`src/x68k_ctrl_pkg.sv`:
```
// control-side types for the X68000 glue logic
// divider periods, media slot counts, strobe and request structs, loader states

package x68k_ctrl_pkg;

	////////////////////////////////////////////////////////////
	// divider periods, in clk_sys cycles

	localparam int SYS_DIV      = 4;
	localparam int SND_DIV_FAST = 5;
	// also the period of opm strobe 0
	localparam int SND_DIV_SLOW = 10;
	localparam int OPM_DIV      = 20;

	////////////////////////////////////////////////////////////
	// media slots: 0 and 1 floppy, 2 hard disk, 3 sram

	localparam int NUM_MEDIA = 4;
	localparam int NUM_FDD   = 2;

	typedef struct packed {
		logic       sys_ce;
		logic       mpu_cep;
		logic       mpu_cen;
		logic       snd_ce;
		logic [1:0] opm_ce;
	} clk_en_t;

	typedef struct packed {
		logic               reset_req;
		logic               reset_button;
		logic               turbo;
		logic               snd_slow;
		logic [NUM_FDD-1:0] fdd_eject;
	} host_ctrl_t;

	typedef struct packed {
		logic [NUM_MEDIA-1:0] mounted;
		logic [NUM_FDD-1:0]   fdd_ejecting;
	} media_state_t;

	// one host download byte
	typedef struct packed {
		logic [19:0] addr;
		logic [7:0]  data;
	} ldr_req_t;

	typedef enum logic [1:0] {
		LDR_IDLE,
		LDR_WRITE,
		LDR_DONE
	} ldr_state_t;

endpackage

```
`src/x68k_audio_pkg.sv`:
```
// audio-side types for the glue logic
// sample and stereo types, compressor modes and curve constants

package x68k_audio_pkg;

	typedef logic signed [15:0] sample_t;

	typedef struct packed {
		sample_t left;
		sample_t right;
	} stereo_t;

	typedef enum logic [1:0] {
		COMP_OFF,
		COMP_LIGHT,
		COMP_HEAVY
	} comp_mode_t;

	////////////////////////////////////////////////////////////
	// curve constants
	// F is the slope divider above the knee, A the gain below it

	localparam int COMP_LIGHT_F = 4;
	localparam int COMP_LIGHT_A = 2;
	localparam int COMP_HEAVY_F = 8;
	localparam int COMP_HEAVY_A = 4;

	// knee = 32767*(F-1)/(F*A-1) + 1, so that full scale maps near full scale
	localparam int COMP_LIGHT_KNEE =
		(32767 * (COMP_LIGHT_F - 1)) / (COMP_LIGHT_F * COMP_LIGHT_A - 1) + 1;
	localparam int COMP_HEAVY_KNEE =
		(32767 * (COMP_HEAVY_F - 1)) / (COMP_HEAVY_F * COMP_HEAVY_A - 1) + 1;

	// largest magnitude a positive sample can hold
	localparam int COMP_MAG_MAX = 32767;

endpackage

```
`src/clk_enable_gen.sv`:
```
// clock-enable strobes for the core
// system, cpu phase, sound and opm dividers with turbo cpu mode

`timescale 1ns/1ps

module clk_enable_gen (
	input  logic                   clk_sys,
	input  logic                   reset_delayed,
	input  logic                   turbo_i,
	input  logic                   snd_slow_i,
	output x68k_ctrl_pkg::clk_en_t clk_en_o
);

	localparam int SYS_W  = $clog2(x68k_ctrl_pkg::SYS_DIV);
	localparam int FAST_W = $clog2(x68k_ctrl_pkg::SND_DIV_FAST);
	localparam int SLOW_W = $clog2(x68k_ctrl_pkg::SND_DIV_SLOW);
	localparam int OPM_W  = $clog2(x68k_ctrl_pkg::OPM_DIV);

	localparam logic [SYS_W-1:0]  SYS_LAST  = SYS_W'(x68k_ctrl_pkg::SYS_DIV - 1);
	// normal mode cen phase, half a window before cep
	localparam logic [SYS_W-1:0]  SYS_HALF  = SYS_W'(x68k_ctrl_pkg::SYS_DIV / 2 - 1);
	localparam logic [FAST_W-1:0] FAST_LAST = FAST_W'(x68k_ctrl_pkg::SND_DIV_FAST - 1);
	localparam logic [SLOW_W-1:0] SLOW_LAST = SLOW_W'(x68k_ctrl_pkg::SND_DIV_SLOW - 1);
	localparam logic [OPM_W-1:0]  OPM_LAST  = OPM_W'(x68k_ctrl_pkg::OPM_DIV - 1);

	logic [SYS_W-1:0]  div_sys;
	logic [FAST_W-1:0] div_fast;
	logic [SLOW_W-1:0] div_slow;
	logic [OPM_W-1:0]  div_opm;
	logic              turbo_q;
	logic              sys_end;
	logic              fast_end;
	logic              slow_end;
	logic              opm_end;

	assign sys_end  = (div_sys == SYS_LAST);
	assign fast_end = (div_fast == FAST_LAST);
	assign slow_end = (div_slow == SLOW_LAST);
	assign opm_end  = (div_opm == OPM_LAST);

	////////////////////////////////////////////////////////////
	// divider counters, each wrapping at its own count

	always_ff @(posedge clk_sys) begin
		if (reset_delayed) begin
			div_sys  <= '0;
			div_fast <= '0;
			div_slow <= '0;
			div_opm  <= '0;
		end else begin
			div_sys  <= sys_end  ? '0 : div_sys + 1'b1;
			div_fast <= fast_end ? '0 : div_fast + 1'b1;
			div_slow <= slow_end ? '0 : div_slow + 1'b1;
			div_opm  <= opm_end  ? '0 : div_opm + 1'b1;
		end
	end

	////////////////////////////////////////////////////////////
	// registered strobes

	always_ff @(posedge clk_sys) begin
		if (reset_delayed) begin
			turbo_q  <= 1'b0;
			clk_en_o <= '0;
		end else begin
			// turbo only changes on a window boundary
			if (sys_end)
				turbo_q <= turbo_i;
			clk_en_o.sys_ce    <= sys_end;
			// turbo alternates the phases every cycle
			clk_en_o.mpu_cep   <= turbo_q ? div_sys[0] : sys_end;
			clk_en_o.mpu_cen   <= turbo_q ? ~div_sys[0] : (div_sys == SYS_HALF);
			clk_en_o.snd_ce    <= snd_slow_i ? slow_end : fast_end;
			clk_en_o.opm_ce[0] <= slow_end;
			clk_en_o.opm_ce[1] <= opm_end;
		end
	end

endmodule

```
`src/media_reset_seq.sv`:
```
// media mount and eject hold counters
// hard-disk reset hold and the combined core run level

`timescale 1ns/1ps

module media_reset_seq #(
	parameter int MOUNT_HOLD_W = 24,
	parameter int EJECT_HOLD_W = 16,
	parameter int HDD_RESET_W  = 16
) (
	input  logic                                  clk_sys,
	input  logic                                  reset_delayed,
	input  x68k_ctrl_pkg::host_ctrl_t             host_i,
	input  logic [x68k_ctrl_pkg::NUM_MEDIA-1:0]   img_mounted_i,
	input  logic                                  ioctl_download_i,
	output x68k_ctrl_pkg::media_state_t           media_o,
	output logic                                  core_run_o
);

	localparam int NUM_MEDIA = x68k_ctrl_pkg::NUM_MEDIA;
	localparam int NUM_FDD   = x68k_ctrl_pkg::NUM_FDD;
	localparam int HDD_SLOT  = 2;
	// top third of the mount count marks the eject phase of a re-mount
	localparam int THIRD_W   = MOUNT_HOLD_W / 3;

	logic [MOUNT_HOLD_W-1:0] mount_cnt [NUM_MEDIA];
	logic [EJECT_HOLD_W-1:0] eject_cnt [NUM_FDD];
	logic [HDD_RESET_W-1:0]  hdd_cnt;

	logic [NUM_FDD-1:0] eject_q;
	logic [NUM_FDD-1:0] eject_rise;
	logic               download_q;
	logic               reset_req_q;
	logic               download_seen;
	logic               init_done;
	logic               reset_int;

	assign eject_rise = host_i.fdd_eject & ~eject_q;

	////////////////////////////////////////////////////////////
	// hold counters

	always_ff @(posedge clk_sys) begin
		if (reset_delayed) begin
			for (int x = 0; x < NUM_MEDIA; x++)
				mount_cnt[x] <= '0;
			for (int x = 0; x < NUM_FDD; x++)
				eject_cnt[x] <= '0;
			hdd_cnt <= '0;
		end else begin
			for (int x = 0; x < NUM_MEDIA; x++) begin
				if (img_mounted_i[x])
					mount_cnt[x] <= '1;
				else if (|mount_cnt[x])
					mount_cnt[x] <= mount_cnt[x] - 1'b1;
			end
			for (int x = 0; x < NUM_FDD; x++) begin
				if (eject_rise[x])
					eject_cnt[x] <= '1;
				else if (|eject_cnt[x])
					eject_cnt[x] <= eject_cnt[x] - 1'b1;
			end
			// hard-disk mount keeps the core in reset for a while
			if (img_mounted_i[HDD_SLOT])
				hdd_cnt <= '1;
			else if (|hdd_cnt)
				hdd_cnt <= hdd_cnt - 1'b1;
		end
	end

	////////////////////////////////////////////////////////////
	// edge detection and reset combination

	always_ff @(posedge clk_sys) begin
		if (reset_delayed) begin
			eject_q       <= '0;
			download_q    <= 1'b0;
			reset_req_q   <= 1'b0;
			download_seen <= 1'b0;
			init_done     <= 1'b0;
			reset_int     <= 1'b1;
		end else begin
			eject_q     <= host_i.fdd_eject;
			download_q  <= ioctl_download_i;
			reset_req_q <= host_i.reset_req;
			if (ioctl_download_i && !download_q)
				download_seen <= 1'b1;
			// first release of the host reset lets the core run
			if (reset_req_q && !host_i.reset_req)
				init_done <= 1'b1;
			reset_int <= host_i.reset_button || host_i.reset_req ||
				(|hdd_cnt) || !init_done;
		end
	end

	assign core_run_o = download_seen && !reset_int;

	// held media levels
	always_comb begin
		media_o = '0;
		for (int x = 0; x < NUM_FDD; x++) begin
			media_o.fdd_ejecting[x] = (|mount_cnt[x][MOUNT_HOLD_W-1 -: THIRD_W]) ||
				(|eject_cnt[x]);
			media_o.mounted[x] = (|mount_cnt[x]) && !media_o.fdd_ejecting[x];
		end
		for (int x = NUM_FDD; x < NUM_MEDIA; x++)
			media_o.mounted[x] = |mount_cnt[x];
	end

endmodule

```
`src/loader_fsm.sv`:
```
// loader write FSM
// turns host download writes into requests acknowledged by the core

`timescale 1ns/1ps

module loader_fsm (
	input  logic                    clk_sys,
	input  logic                    reset_delayed,
	input  logic                    ioctl_download_i,
	input  logic                    ioctl_wr_i,
	input  x68k_ctrl_pkg::ldr_req_t ioctl_req_i,
	input  logic                    ldr_ack_i,
	output logic                    ldr_wr_o,
	output logic                    ldr_aen_o,
	output logic                    ldr_done_o,
	output x68k_ctrl_pkg::ldr_req_t ldr_req_o
);

	x68k_ctrl_pkg::ldr_state_t state;
	x68k_ctrl_pkg::ldr_state_t state_d;

	logic ack_q;
	logic download_q;
	logic ack_rise;
	logic download_fall;
	logic wr_accept;

	assign ack_rise      = ldr_ack_i && !ack_q;
	assign download_fall = download_q && !ioctl_download_i;
	// writes after the end of download are dropped
	assign wr_accept     = ioctl_wr_i && (state != x68k_ctrl_pkg::LDR_DONE);

	always_comb begin
		state_d = state;
		case (state)
			x68k_ctrl_pkg::LDR_IDLE:
				if (wr_accept)
					state_d = x68k_ctrl_pkg::LDR_WRITE;
			x68k_ctrl_pkg::LDR_WRITE:
				// a new write beats an ack in the same cycle
				if (!wr_accept && ack_rise)
					state_d = x68k_ctrl_pkg::LDR_IDLE;
			default:
				state_d = state;
		endcase
		if (download_fall)
			state_d = x68k_ctrl_pkg::LDR_DONE;
	end

	always_ff @(posedge clk_sys) begin
		if (reset_delayed) begin
			state      <= x68k_ctrl_pkg::LDR_IDLE;
			ack_q      <= 1'b0;
			download_q <= 1'b0;
			ldr_wr_o   <= 1'b0;
			ldr_aen_o  <= 1'b0;
			ldr_req_o  <= '0;
		end else begin
			state      <= state_d;
			ack_q      <= ldr_ack_i;
			download_q <= ioctl_download_i;
			ldr_aen_o  <= ioctl_download_i && (state != x68k_ctrl_pkg::LDR_DONE);
			// no waiting for a free slot, pending request is overwritten
			if (wr_accept) begin
				ldr_req_o <= ioctl_req_i;
				ldr_wr_o  <= 1'b1;
			end else if (ack_rise && ldr_wr_o) begin
				ldr_wr_o <= 1'b0;
			end
		end
	end

	assign ldr_done_o = (state == x68k_ctrl_pkg::LDR_DONE);

endmodule

```
`src/audio_compressor.sv`:
```
// stereo dynamic-range compressor
// two-stage pipeline with light and heavy curves

`timescale 1ns/1ps

module audio_compressor (
	input  logic                        clk_sys,
	input  logic                        reset_delayed,
	input  x68k_audio_pkg::stereo_t     audio_i,
	input  x68k_audio_pkg::comp_mode_t  comp_mode_i,
	output x68k_audio_pkg::stereo_t     audio_o
);

	// piecewise-linear curve on a magnitude, clipped at full scale
	function automatic logic [15:0] curve(
		input logic [15:0] mag,
		input int          knee,
		input int          f,
		input int          a
	);
		int m;
		int y;
		m = int'(mag);
		if (m < knee)
			y = m * a;
		else
			y = (m - knee) / f + knee * a;
		// the top of the curve overshoots full scale by a count or two
		if (y > x68k_audio_pkg::COMP_MAG_MAX)
			y = x68k_audio_pkg::COMP_MAG_MAX;
		return 16'(y);
	endfunction

	x68k_audio_pkg::sample_t    in_s [2];
	logic [15:0]                mag_d [2];
	logic [15:0]                mag_q [2];
	logic [1:0]                 neg_q;
	x68k_audio_pkg::comp_mode_t mode_q;
	x68k_audio_pkg::sample_t    res [2];

	////////////////////////////////////////////////////////////
	// stage 1: sign and magnitude

	always_comb begin
		in_s[0] = audio_i.left;
		in_s[1] = audio_i.right;
		for (int ch = 0; ch < 2; ch++)
			mag_d[ch] = in_s[ch][15] ? 16'(~in_s[ch] + 1'b1) : 16'(in_s[ch]);
	end

	always_ff @(posedge clk_sys) begin
		if (reset_delayed) begin
			mag_q[0] <= '0;
			mag_q[1] <= '0;
			neg_q    <= '0;
			mode_q   <= x68k_audio_pkg::COMP_OFF;
		end else begin
			mag_q[0] <= mag_d[0];
			mag_q[1] <= mag_d[1];
			neg_q    <= {in_s[1][15], in_s[0][15]};
			mode_q   <= comp_mode_i;
		end
	end

	////////////////////////////////////////////////////////////
	// stage 2: curve and sign restore

	always_comb begin
		logic [15:0] mag_c;
		for (int ch = 0; ch < 2; ch++) begin
			case (mode_q)
				x68k_audio_pkg::COMP_LIGHT:
					mag_c = curve(mag_q[ch], x68k_audio_pkg::COMP_LIGHT_KNEE,
						x68k_audio_pkg::COMP_LIGHT_F, x68k_audio_pkg::COMP_LIGHT_A);
				x68k_audio_pkg::COMP_HEAVY:
					mag_c = curve(mag_q[ch], x68k_audio_pkg::COMP_HEAVY_KNEE,
						x68k_audio_pkg::COMP_HEAVY_F, x68k_audio_pkg::COMP_HEAVY_A);
				default:
					mag_c = mag_q[ch];
			endcase
			res[ch] = neg_q[ch] ? x68k_audio_pkg::sample_t'(~mag_c + 1'b1) :
				x68k_audio_pkg::sample_t'(mag_c);
		end
	end

	always_ff @(posedge clk_sys) begin
		if (reset_delayed) begin
			audio_o <= '0;
		end else begin
			audio_o.left  <= res[0];
			audio_o.right <= res[1];
		end
	end

endmodule

```
`src/x68k_glue_top.sv`:
```
// top level of the X68000 glue logic
// clock enables, media and reset sequencing, loader FSM and compressor

`timescale 1ns/1ps

module x68k_glue_top #(
	parameter int MOUNT_HOLD_W = 24,
	parameter int EJECT_HOLD_W = 16,
	parameter int HDD_RESET_W  = 16
) (
	input  logic                                clk_sys,
	input  logic                                reset_delayed,

	// host side
	input  x68k_ctrl_pkg::host_ctrl_t           host_i,
	input  logic [x68k_ctrl_pkg::NUM_MEDIA-1:0] img_mounted_i,
	input  logic                                ioctl_download_i,
	input  logic                                ioctl_wr_i,
	input  x68k_ctrl_pkg::ldr_req_t             ioctl_req_i,

	// core side
	input  logic                                ldr_ack_i,
	input  x68k_audio_pkg::stereo_t             audio_i,
	input  x68k_audio_pkg::comp_mode_t          comp_mode_i,

	output x68k_ctrl_pkg::clk_en_t              clk_en_o,
	output x68k_ctrl_pkg::media_state_t         media_o,
	output logic                                core_run_o,
	output logic                                ldr_wr_o,
	output logic                                ldr_aen_o,
	output logic                                ldr_done_o,
	output x68k_ctrl_pkg::ldr_req_t             ldr_req_o,
	output x68k_audio_pkg::stereo_t             audio_o
);

	////////////////////////////////////////////////////////////
	// clocking and reset

	clk_enable_gen i_clk_enable_gen (
		.clk_sys       (clk_sys),
		.reset_delayed (reset_delayed),
		.turbo_i       (host_i.turbo),
		.snd_slow_i    (host_i.snd_slow),
		.clk_en_o      (clk_en_o)
	);

	media_reset_seq #(
		.MOUNT_HOLD_W (MOUNT_HOLD_W),
		.EJECT_HOLD_W (EJECT_HOLD_W),
		.HDD_RESET_W  (HDD_RESET_W)
	) i_media_reset_seq (
		.clk_sys          (clk_sys),
		.reset_delayed    (reset_delayed),
		.host_i           (host_i),
		.img_mounted_i    (img_mounted_i),
		.ioctl_download_i (ioctl_download_i),
		.media_o          (media_o),
		.core_run_o       (core_run_o)
	);

	////////////////////////////////////////////////////////////
	// loader and audio

	loader_fsm i_loader_fsm (
		.clk_sys          (clk_sys),
		.reset_delayed    (reset_delayed),
		.ioctl_download_i (ioctl_download_i),
		.ioctl_wr_i       (ioctl_wr_i),
		.ioctl_req_i      (ioctl_req_i),
		.ldr_ack_i        (ldr_ack_i),
		.ldr_wr_o         (ldr_wr_o),
		.ldr_aen_o        (ldr_aen_o),
		.ldr_done_o       (ldr_done_o),
		.ldr_req_o        (ldr_req_o)
	);

	audio_compressor i_audio_compressor (
		.clk_sys       (clk_sys),
		.reset_delayed (reset_delayed),
		.audio_i       (audio_i),
		.comp_mode_i   (comp_mode_i),
		.audio_o       (audio_o)
	);

endmodule

```
`config.mk`:
```
export PLATFORM = sky130hd
export DESIGN_NAME = x68k_glue_top
export DESIGN_NICKNAME = d
export VERILOG_FILES = /design/src/x68k_ctrl_pkg.sv /design/src/x68k_audio_pkg.sv /design/src/clk_enable_gen.sv /design/src/media_reset_seq.sv /design/src/loader_fsm.sv /design/src/audio_compressor.sv /design/src/x68k_glue_top.sv
export SDC_FILE = /design/constraint.sdc
export NUM_CORES = 1
export LEC_CHECK = 0
export BUFFER_PORTS_ARGS = -buffer_cell sky130_fd_sc_hd__buf_2
export CAP_MARGIN = 5
export CORE_UTILIZATION = 61
export CTS_CLUSTER_SIZE = 14
export DETAILED_ROUTE_END_ITERATION = 8
export GPL_TIMING_DRIVEN = 0
export PLACE_DENSITY = 0.85
export REMOVE_ABC_BUFFERS = 1
export SYNTH_ARGS = -nofsm -noshare
export SYNTH_HDL_FRONTEND = slang
export SYNTH_SLANG_ARGS = --single-unit
```
`constraint.sdc`:
```
create_clock -name clk_sys -period 7.2 [get_ports clk_sys]
set_input_delay 0 -clock clk_sys [delete_from_list [all_inputs] [get_ports clk_sys]]
set_output_delay 0 -clock clk_sys [all_outputs]
set_load 0.02 [all_outputs]
```
== After elaboration in Yosys (flattened, before gate mapping) ==
Memories as Yosys holds them, arrays and structs flattened.
Index checks and enable logic that the tools add are counted.

* Output and inout port bits: 76
* Memory bits (writable): 160
* Logic and storage cells: 243
* Register bits: 113
* Input port bits: 77
* Memories kept: 3

{| class="wikitable"
|+ Memory list
! memory !! depth !! width !! rd ports !! clocked after Yosys merged registers in !! write ports !! line !! RTL
|-
| i_media_reset_seq.mount_cnt || 4 || 24 || 4 || 0 || 4 || media_reset_seq.sv:26 || <nowiki>logic [MOUNT_HOLD_W-1:0] mount_cnt [NUM_MEDIA];</nowiki>
|-
| i_audio_compressor.mag_q || 2 || 16 || 2 || 0 || 2 || audio_compressor.sv:36 || <nowiki>logic [15:0] mag_q [2];</nowiki>
|-
| i_media_reset_seq.eject_cnt || 2 || 16 || 2 || 0 || 2 || media_reset_seq.sv:27 || <nowiki>logic [EJECT_HOLD_W-1:0] eject_cnt [NUM_FDD];</nowiki>
|}

* Reductions and logical operators: 50
* Equal/unequal tests: 14
* Mux-type cells: 88
* Order comparisons: 8
* Bitwise logic cells: 25
* $add $sub $neg: 27

{| class="wikitable"
|+ Operators by type and width
! kind !! number
|-
| 16-bit 2-to-1 mux || 16
|-
| 32-bit 2-to-1 mux || 8
|-
| 24-bit 2-to-1 mux || 8
|-
| 32-bit by 1-bit adder with 32-bit output || 4
|-
| 32-bit by 16-bit adder with 32-bit output, second input constant || 4
|-
| 32-bit by 16-bit > comparator with 1-bit output, second input constant || 4
|-
| 24-bit OR reduction || 4
|-
| 24-bit by 1-bit subtractor with 24-bit output, second input constant || 4
|-
| 16-bit by 1-bit adder with 16-bit output, second input constant || 4
|-
| 16-bit inverter || 4
|-
| 16-bit one-hot mux with 2 select lines || 2
|-
| 1-bit 2-to-1 mux || 50
|-
| 16-bit OR reduction || 3
|-
| 16-bit by 1-bit subtractor with 16-bit output, second input constant || 3
|-
| 16-bit by 13-bit subtractor with 17-bit output, second input constant || 2
|-
| 16-bit by 14-bit subtractor with 17-bit output, second input constant || 2
|-
| 16-bit by 13-bit less-than comparator with 1-bit output, second input constant || 2
|-
| 16-bit by 14-bit less-than comparator with 1-bit output, second input constant || 2
|-
| 8-bit OR reduction || 2
|-
| 1-bit OR || 14
|-
| 2-bit OR reduction || 7
|-
| 1-bit logical AND || 11
|-
| 1-bit zero test || 9
|-
| 2-bit by 1-bit == test with 1-bit output, second input constant || 3
|-
| other kinds (23) || 40
|}

== Depth between registers and ports, before layout ==
Gate-level depths: netlist of run 1.
An unclocked memory read counts as a cell.

* Depth in word-level cells: 14
* Gate-level depth with buffers: 26

== Cells and area by module ==
From an unflattened synthesis of run 1, not the netlist that was laid out.

* Cell total of the unflattened synthesis: 2135
* Area, all modules: 18282.5 µm²

{| class="wikitable"
|+ Modules (own cells, without submodules)
! module !! seq. area each (µm²) !! instances !! area each (µm²) !! cells an instance
|-
| media_reset_seq || 4304.1 || 1 || 8544.4 || 850
|-
| audio_compressor || 1361.3 || 1 || 7563.5 || 1056
|-
| loader_fsm || 680.7 || 1 || 1346.3 || 147
|-
| clk_enable_gen || 420.4 || 1 || 828.3 || 82
|}

== Worst setup path after synthesis of run 1 ==
No wires, ideal clock.

* Kind: register to register
* From: mem i_audio_compressor.mag_q[1][3], in the netlist i_audio_compressor.mag_q[0][19]
* To: reg, netlist name i_audio_compressor.audio_o[15]
* Cell stages (with the launch flop): 27
* Setup slack: 1.977 ns
* Path buffers: 2
* Setup time: 0.123 ns
* Period minus slack after synthesis: 5.223 ns
* Data required time: 7.077 ns
* Arrival: 5.100 ns
* Path through: dfxtp_1 -> ha_1 -> buf_2 -> a21oi_1 -> buf_2 -> o21a_1 -> nor2_1 -> nor3_1 -> o21a_1 -> ha_1 -> nand2_1 -> a2bb2oi_2 -> a221o_1 -> a211oi_1 -> o21bai_1 -> and3_1 -> ha_1 -> nand4bb_1 -> or4_1 -> o2111ai_1 -> nand2b_1 -> o221ai_1 -> a211o_1 -> a31oi_1 -> or3_1 -> o31ai_1 -> mux2_1

{| class="wikitable"
|+ RTL lines
! what !! line
|-
| start: declaration || audio_compressor.sv:36
|}

==> run metrics, run 1 <==
worst path required time=7.64 ns; final core utilization=0.7115; worst-case clock skew=0.01812 ns; number of global-route vias before repair=16.72k; VDD IR max=0.0001950 V; Final Max Tran Viols=0; post-synthesis sequential area ratio=0.3679; Die Width=175.4 um; Finished Cell Area=21090 sq um; internal power=3.061 mW; Num CTS Buffers=28; compound-gate portion of the synthesized area=0.2093; Setup crit start=i_audio_compressor.mag_q[0][3]$_SDFF_PP0_; Layout area overhead=14.98%; adder-cell share of the synthesized area=0.02934; Max Fclk=146.9 MHz; DP Worst Slack=0.4494 ns; RSZ-0062 raised after global routing=false; Avg Inst Size Synth=8.610 sq um; slack of the worst reg-to-reg path=0.39 ns; startpoint types=register; crit share post-route=0.9456; Worst Tran Pin Value=1.274 ns; Root Driver=clkbuf_16; EDFF count, synth=128; Cells after DPL=2549; simple-gate share of the synthesized area=0.2290; Fin. Hold Viols=0; flip-flop and latch count after synthesis=273; status=complete, no violations; Final setup viols=0; initial antenna violation count=0; initial drt markers=1393; die area=30760 sq um; CTS max path bufs=3; Tot GR Track Use=0.3275; initial core utilization=0.6188; Worst EP arrival=7.25 ns; Gate power share=0.225; Total Power=4.443 mW; I/O Buffers=152; PnR worst setup slack=0.3915 ns; Max Cap Violations=0; share of layout cells above drive strength 1=0.1272; top_reg_cell synth=dfxtp_1; crit-path max FO=14; nets=2409; CTS sink count=273; Placement Rows=63; synthesized instance count=2130; Top Ports=153; critical path type=register to register; routability cong.=0.9587; Synth Area in XOR/XNOR=0.1035; Clk pwr share=0.342; main combinational cell family by area after synthesis=simple AND/OR/NAND/NOR gates; Warnings, synthesis=0; DRC violations left=0; P_sw=1.382 mW; Setup crit end=i_audio_compressor.audio_o[29]$_SDFF_PP0_; CTS tree=done; Global Route met1 Usage=0.4150; headroom to the max-slew limit=0.1505; first-pass GRT wire length=83240 um; met2 Usage GRT=0.5595; Pre-Repair DR Iteration Count=5; Reg2Reg Capture Point=i_audio_compressor.audio_o[29]$_SDFF_PP0_; post-route minimum period=6.809 ns; number of H-tree levels=1; post-synth cell types=113; Syn Std Cell Area=18340 sq um; Setup TNS Final=0 ns; fin cells=2701; PD cells=210.7 nW/um^2; origin of the critical flop-to-flop path=i_audio_compressor.mag_q[0][3]$_SDFF_PP0_; Vias=17.24k; Detailed Place HPWL=32750 um; r2r worst-path depth=23; met3 Track Usage GR=0.04805; sw frac=0.3110; Die H=175.4 um; core area=29640 sq um; P_leak=7.880 nW; post-synthesis mux area share=0.01481; Top Usage Layer GRT=met2; Cell Area, Placed=19100 sq um; largest net degree at the start of global routing=81; CP endpoint kind=register; async set or reset register ratio after synthesis=0; Post-DRT Antenna Nets=0; CTS clk-pin slew, worst paths=0.07 ns; Skew-Pair Late Insertion Delay=0.55 ns; Fin Hold WS=0.02597 ns; routed vias/inst=6.384; sequential power share=0.432; final wirelength=51630 um; min-delay worst type=primary input to register; routed len/inst=19.11 um; total grt overflow=0; Inserted Diodes=0
-- power groups by stage --
| stage | combinational [mW] | clock (mW) | sequential (mW) |
|---|---|---|---|
| 6_report | 1.00 | 1.52 | 1.92 |
| 5_1_grt | 1.09 | 1.60 | 1.94 |
| 4_1_cts | 0.968 | 1.53 | 1.91 |
| 3_5_place_dp | 0.910 | 0 | 1.94 |
| 3_3_place_gp | 0.880 | 0 | 1.93 |
| 2_1_floorplan | 0.628 | 0 | 1.94 |
-- timing repair --
item | CTS | global route
setup endpoints to repair | 0 | 6
hold buffers | 100 | 0
hold endpoints to repair | 105 | 0
buffers inserted | 0 | 0
resized for setup | 0 | 3
-- cells in the final DEF, fill, tap and decap left out, drive strengths merged, types with 10 or more instances in the layout --
cell type,n
mux2i,17
a21o,12
nand4,18
ha,43
or3,24
nand2,194
nand3,49
or2,22
nor4,49
o211ai,20
dlygate4sd3,100
or4,22
a21oi,186
o22ai,10
and3,16
xnor2,133
o21a,13
xor2,82
nor2b,25
dfxtp,145
o31ai,26
edfxtp,128
nor3b,13
nand2b,25
nand3b,16
o21ai,101
clkbuf,42
nor2,211
a31oi,38
inv,64
and2,20
a211oi,27
buf,157
o221ai,11
nor3,84
-- how the worst min path moves through the flow --
| stage | from | end | cells after the start |
|---|---|---|---|
| after floorplan | reset_delayed | i_audio_compressor.mag_q[0][0]$_SDFF_PP0_ | 1 |
| after global placement | audio_i[30] | i_audio_compressor.mag_q[0][15]$_SDFF_PP0_ | 2 |
| after detailed placement | audio_i[30] | i_audio_compressor.mag_q[0][15]$_SDFF_PP0_ | 2 |
| after CTS | reset_delayed | i_audio_compressor.audio_o[21]$_SDFF_PP0_ | 2 |
| after global routing | reset_delayed | i_audio_compressor.audio_o[22]$_SDFF_PP0_ | 2 |
| final | reset_delayed | i_audio_compressor.audio_o[22]$_SDFF_PP0_ | 2 |
-- flip-flops by register name, indices dropped and copies added (netlist names), 3 cells and up --
| signal | flops |
|---|---|
| i_media_reset_seq.eject_cnt | 32 |
| i_media_reset_seq.mount_cnt | 96 |
| i_clk_enable_gen.div_fast | 3 |
| i_loader_fsm.ldr_req_o | 28 |
| i_media_reset_seq.hdd_cnt | 16 |
| i_audio_compressor.audio_o | 32 |
| i_clk_enable_gen.div_slow | 4 |
| i_clk_enable_gen.clk_en_o | 6 |
| i_clk_enable_gen.div_opm | 5 |
| i_audio_compressor.mag_q | 32 |
-- synth_stat cells, types with 17 or more instances --
library cell,count,area share
and2_1,17,0.0058
mux2i_1,17,0.0093
ha_1,43,0.029
or3_1,24,0.0082
inv_1,61,0.012
o31ai_1,25,0.010
or4_1,22,0.0090
nor3_1,82,0.022
a21oi_1,182,0.050
nand3_1,48,0.013
nor2_1,205,0.042
buf_2,28,0.0076
xor2_1,81,0.039
clkbuf_1,72,0.015
a211oi_1,25,0.010
nand2_1,193,0.040
o211ai_1,17,0.0070
nand4_1,17,0.0058
nand2b_1,25,0.0085
xnor2_1,132,0.063
o21ai_0,87,0.024
nor4_1,44,0.015
edfxtp_1,128,0.21
nor2b_1,25,0.0085
dfxtp_1,145,0.16
a31oi_1,37,0.013
or2_2,17,0.0058
-- routing by layer --
layer / up-vias / wire, um
met1: 8143 / 21090
li1: 8123 / -
met2: 825 / 24590
met3: 153 / 3990
met5: - / 0
met4: 0 / 1956
-- critical path, cell delays in order (launching register included) --
cell	delay (ns)
dfxtp_1	0.71
ha_1	0.48
a21oi_1	0.22
o21ai_1	0.37
nand2_1	0.18
nand2_1	0.18
nor2_1	0.09
ha_1	0.20
and2_1	0.21
a2111oi_4	0.46
a21bo_2	0.25
nor3_1	0.07
o21ai_0	0.32
and3_1	0.21
ha_1	0.18
or2_2	0.16
nand3_1	0.30
nor3_1	0.39
o22ai_1	0.17
o22a_1	0.29
nor4_4	0.43
nand4_1	0.20
o21ai_0	0.22
mux2_2	0.35
-- cell type report --
type,instances,area [sq um]
well taps,390,488.0
clock buffers,42,855.8
flip-flops and latches,273,6748
clock inverters,10,120.1
repair buffers,257,1841
inverters,64,240.2
multi-input cells,1665,10790
fillers,2162,8552
-- cells by family after synthesis --
kind of cell / Yosys count
xor+xnor: 215
mux: 26
simple gates: 818
compound gates: 563
buf+inv: 192
flops: 273
fa+ha+maj: 43
No activity file was read; power rests on OpenSTA's default activity.
==> run 2: changes to the inputs <==
RECOVER_POWER = 100   (was default)
==> run 2 against run 1 <==
  * The run now ends with capacitance limit, slew limit left
  * Sequential share of layout area grew 0.22 points
  * Clock power hardly changed
  * Sequential cell count unchanged
==> run metrics, run 2 (synthesis gave the netlist of run 1 again) <==
die area=30760 sq um (unchanged); Layout area overhead=14.20%; critical path type=register to register; CTS clk-pin slew, worst paths=0.06 ns (about the same); share of layout cells above drive strength 1=0.09087 (-0.03635); Setup TNS Final=0 ns (unchanged); worst path required time=7.61 ns (-0.03 ns); HP Start=comp_mode_i[0]; Top Ports=153 (unchanged); post-route minimum period=6.833 ns (+0.02476 ns); Tot GR Track Use=0.3275 (unchanged); routed len/inst=19.14 um (+0.14%); initial drt markers=1536 (+10%); Die H=175.4 um (unchanged); CP endpoint kind=register; Setup crit start=i_audio_compressor.mag_q[0][19]$_SDFF_PP0_; crit share post-route=0.9491 (+0.003439); largest net degree at the start of global routing=81 (unchanged); CTS sink count=273 (unchanged); number of H-tree levels=1 (unchanged); most common cell after layout, fill and taps aside=nor2_1; Final setup viols=0 (unchanged); Num CTS Buffers=28 (unchanged); slack of the worst reg-to-reg path=0.37 ns (-0.02 ns); headroom to the max-slew limit=-1.491 (-1.641); status=complete, but fails checks; met2 wire length=24700 um (+0.43%); Fin. Hold Viols=0 (unchanged); Post-DRT Antenna Nets=0 (unchanged); total grt overflow=0 (unchanged); I/O Buffers=152 (unchanged); Root Driver=clkbuf_16; core area=29640 sq um (unchanged); max reg flops=96 (unchanged); number of global-route vias before repair=16.72k (unchanged); Max Cap Violations=3 (+3); Die Width=175.4 um (unchanged); Final Max Tran Viols=130 (+130); Fin Hold WS=0.2059 ns (+0.1799 ns); failing checks=capacitance limit, slew limit; startpoint types=register; origin of the critical flop-to-flop path=i_audio_compressor.mag_q[0][19]$_SDFF_PP0_; RSZ-0062 raised after global routing=false; Metal-1 WL=21290 um (+0.94%); Max Fclk=146.3 MHz (-0.36%); top sig layer=met4; Skew-Pair Late Insertion Delay=0.55 ns (about the same); nets=2409 (unchanged); first-pass GRT wire length=83240 um (unchanged); Biggest register=i_media_reset_seq.mount_cnt; Vias=17.30k (+0.31%); DRC violations left=0 (unchanged); Placement Rows=63 (unchanged); Detailed Place HPWL=32750 um (unchanged); Worst EP arrival=7.24 ns (about the same); Pre-Repair DR Iteration Count=7 (+2); worst-case clock skew=0.01782 ns (-0.0003004 ns); most frequent cells in the layout=nor2_1 (205), nand2_1 (193), a21oi_1 (181), dfxtp_1 (144), xnor2_1 (132); initial core utilization=0.6188 (unchanged); routability cong.=0.9587 (unchanged); initial antenna violation count=0 (unchanged); PD cells=211.8 nW/um^2 (+0.52%); routed vias/inst=6.404 (+0.31%); CTS tree=done; crit-path max FO=13 (-1); met3 routed wirelength=3697 um (-7.3%); Inserted Diodes=0 (unchanged); CTS max path bufs=3 (unchanged); final wirelength=51700 um (+0.14%); min-delay worst type=primary input to register; Worst Tran Pin Value=3.736 ns (+2.462 ns); VDD IR max=0.0001955 V (+0.29%); P_leak=7.574 nW (-3.9%)
[run 2: cell type report]
class                   count  area, sq um
clock buffers              42        855.8
multi-input cells        1665        10750
inverters                  64        240.2
repair buffers            257         1742
well taps                 390        488.0
fillers                  2231         8696
clock inverters            10        120.1
flip-flops and latches    273         6748
[run 2: worst max-delay path, stage by stage, from the launching register on]
cell,delay (ns)
dfxtp_1,0.48
ha_1,0.41
a21oi_2,0.51
o21a_1,0.25
nor2_1,0.06
nor3_1,0.40
o21a_1,0.23
ha_1,0.18
nand2_1,0.11
a2bb2oi_1,0.22
a221o_1,0.38
a211oi_1,0.21
o21bai_1,0.15
and3_1,0.18
ha_1,0.35
nor2_1,0.12
nor2_1,0.43
a21oi_1,0.20
a211oi_1,0.51
and4_1,0.46
nand3_2,0.14
o31ai_1,0.31
mux2_1,0.42
[run 2: repair_timing]
item / CTS / global route
setup endpoints to repair: 0 / 6
endpoints found under the hold margin: 105 / 0
setup buffers: 0 / 0
hold buffers: 100 / 0
gates resized for setup: 0 / 3
[run 2: layer usage]
layer,vias up,GRT usage
li1,8118,-
met5,-,0
met4,0,0.1326
met2,805,0.5595
met1,8216,0.4150
met3,158,0.04805
[run 2: final timing paths]
check / to / cells past startpoint
setup / recovery: i_audio_compressor.audio_o[13]$_SDFF_PP0_ / 22
hold / removal: i_audio_compressor.mode_q[0]$_SDFF_PP0_ / 3
setup reg to reg: i_audio_compressor.audio_o[13]$_SDFF_PP0_ / 22
hold reg to reg: i_media_reset_seq.reset_int$_SDFF_PP1_ / 1
[run 2: where the power goes]
part	internal (mW)	total, mW	switching (mW)
logic	0.402	0.990	0.588
registers	1.75	1.92	0.170
clock network	0.897	1.52	0.625
total	3.05	4.44	1.38
[run 2: metrics by stage]
stage	utilization	power, mW	cells	worst slack, ns	instance area [sq um]
after floorplan	-	2.565	2002	1.673	17730
after global placement	0.6404	2.815	2544	0.5293	18980
after detailed placement	0.6443	2.852	2549	0.4494	19100
after CTS	0.7110	4.413	2701	0.4340	21070
after global routing	0.7066	4.610	2701	0.05262	20940
final	0.7066	4.435	2701	0.3667	20940
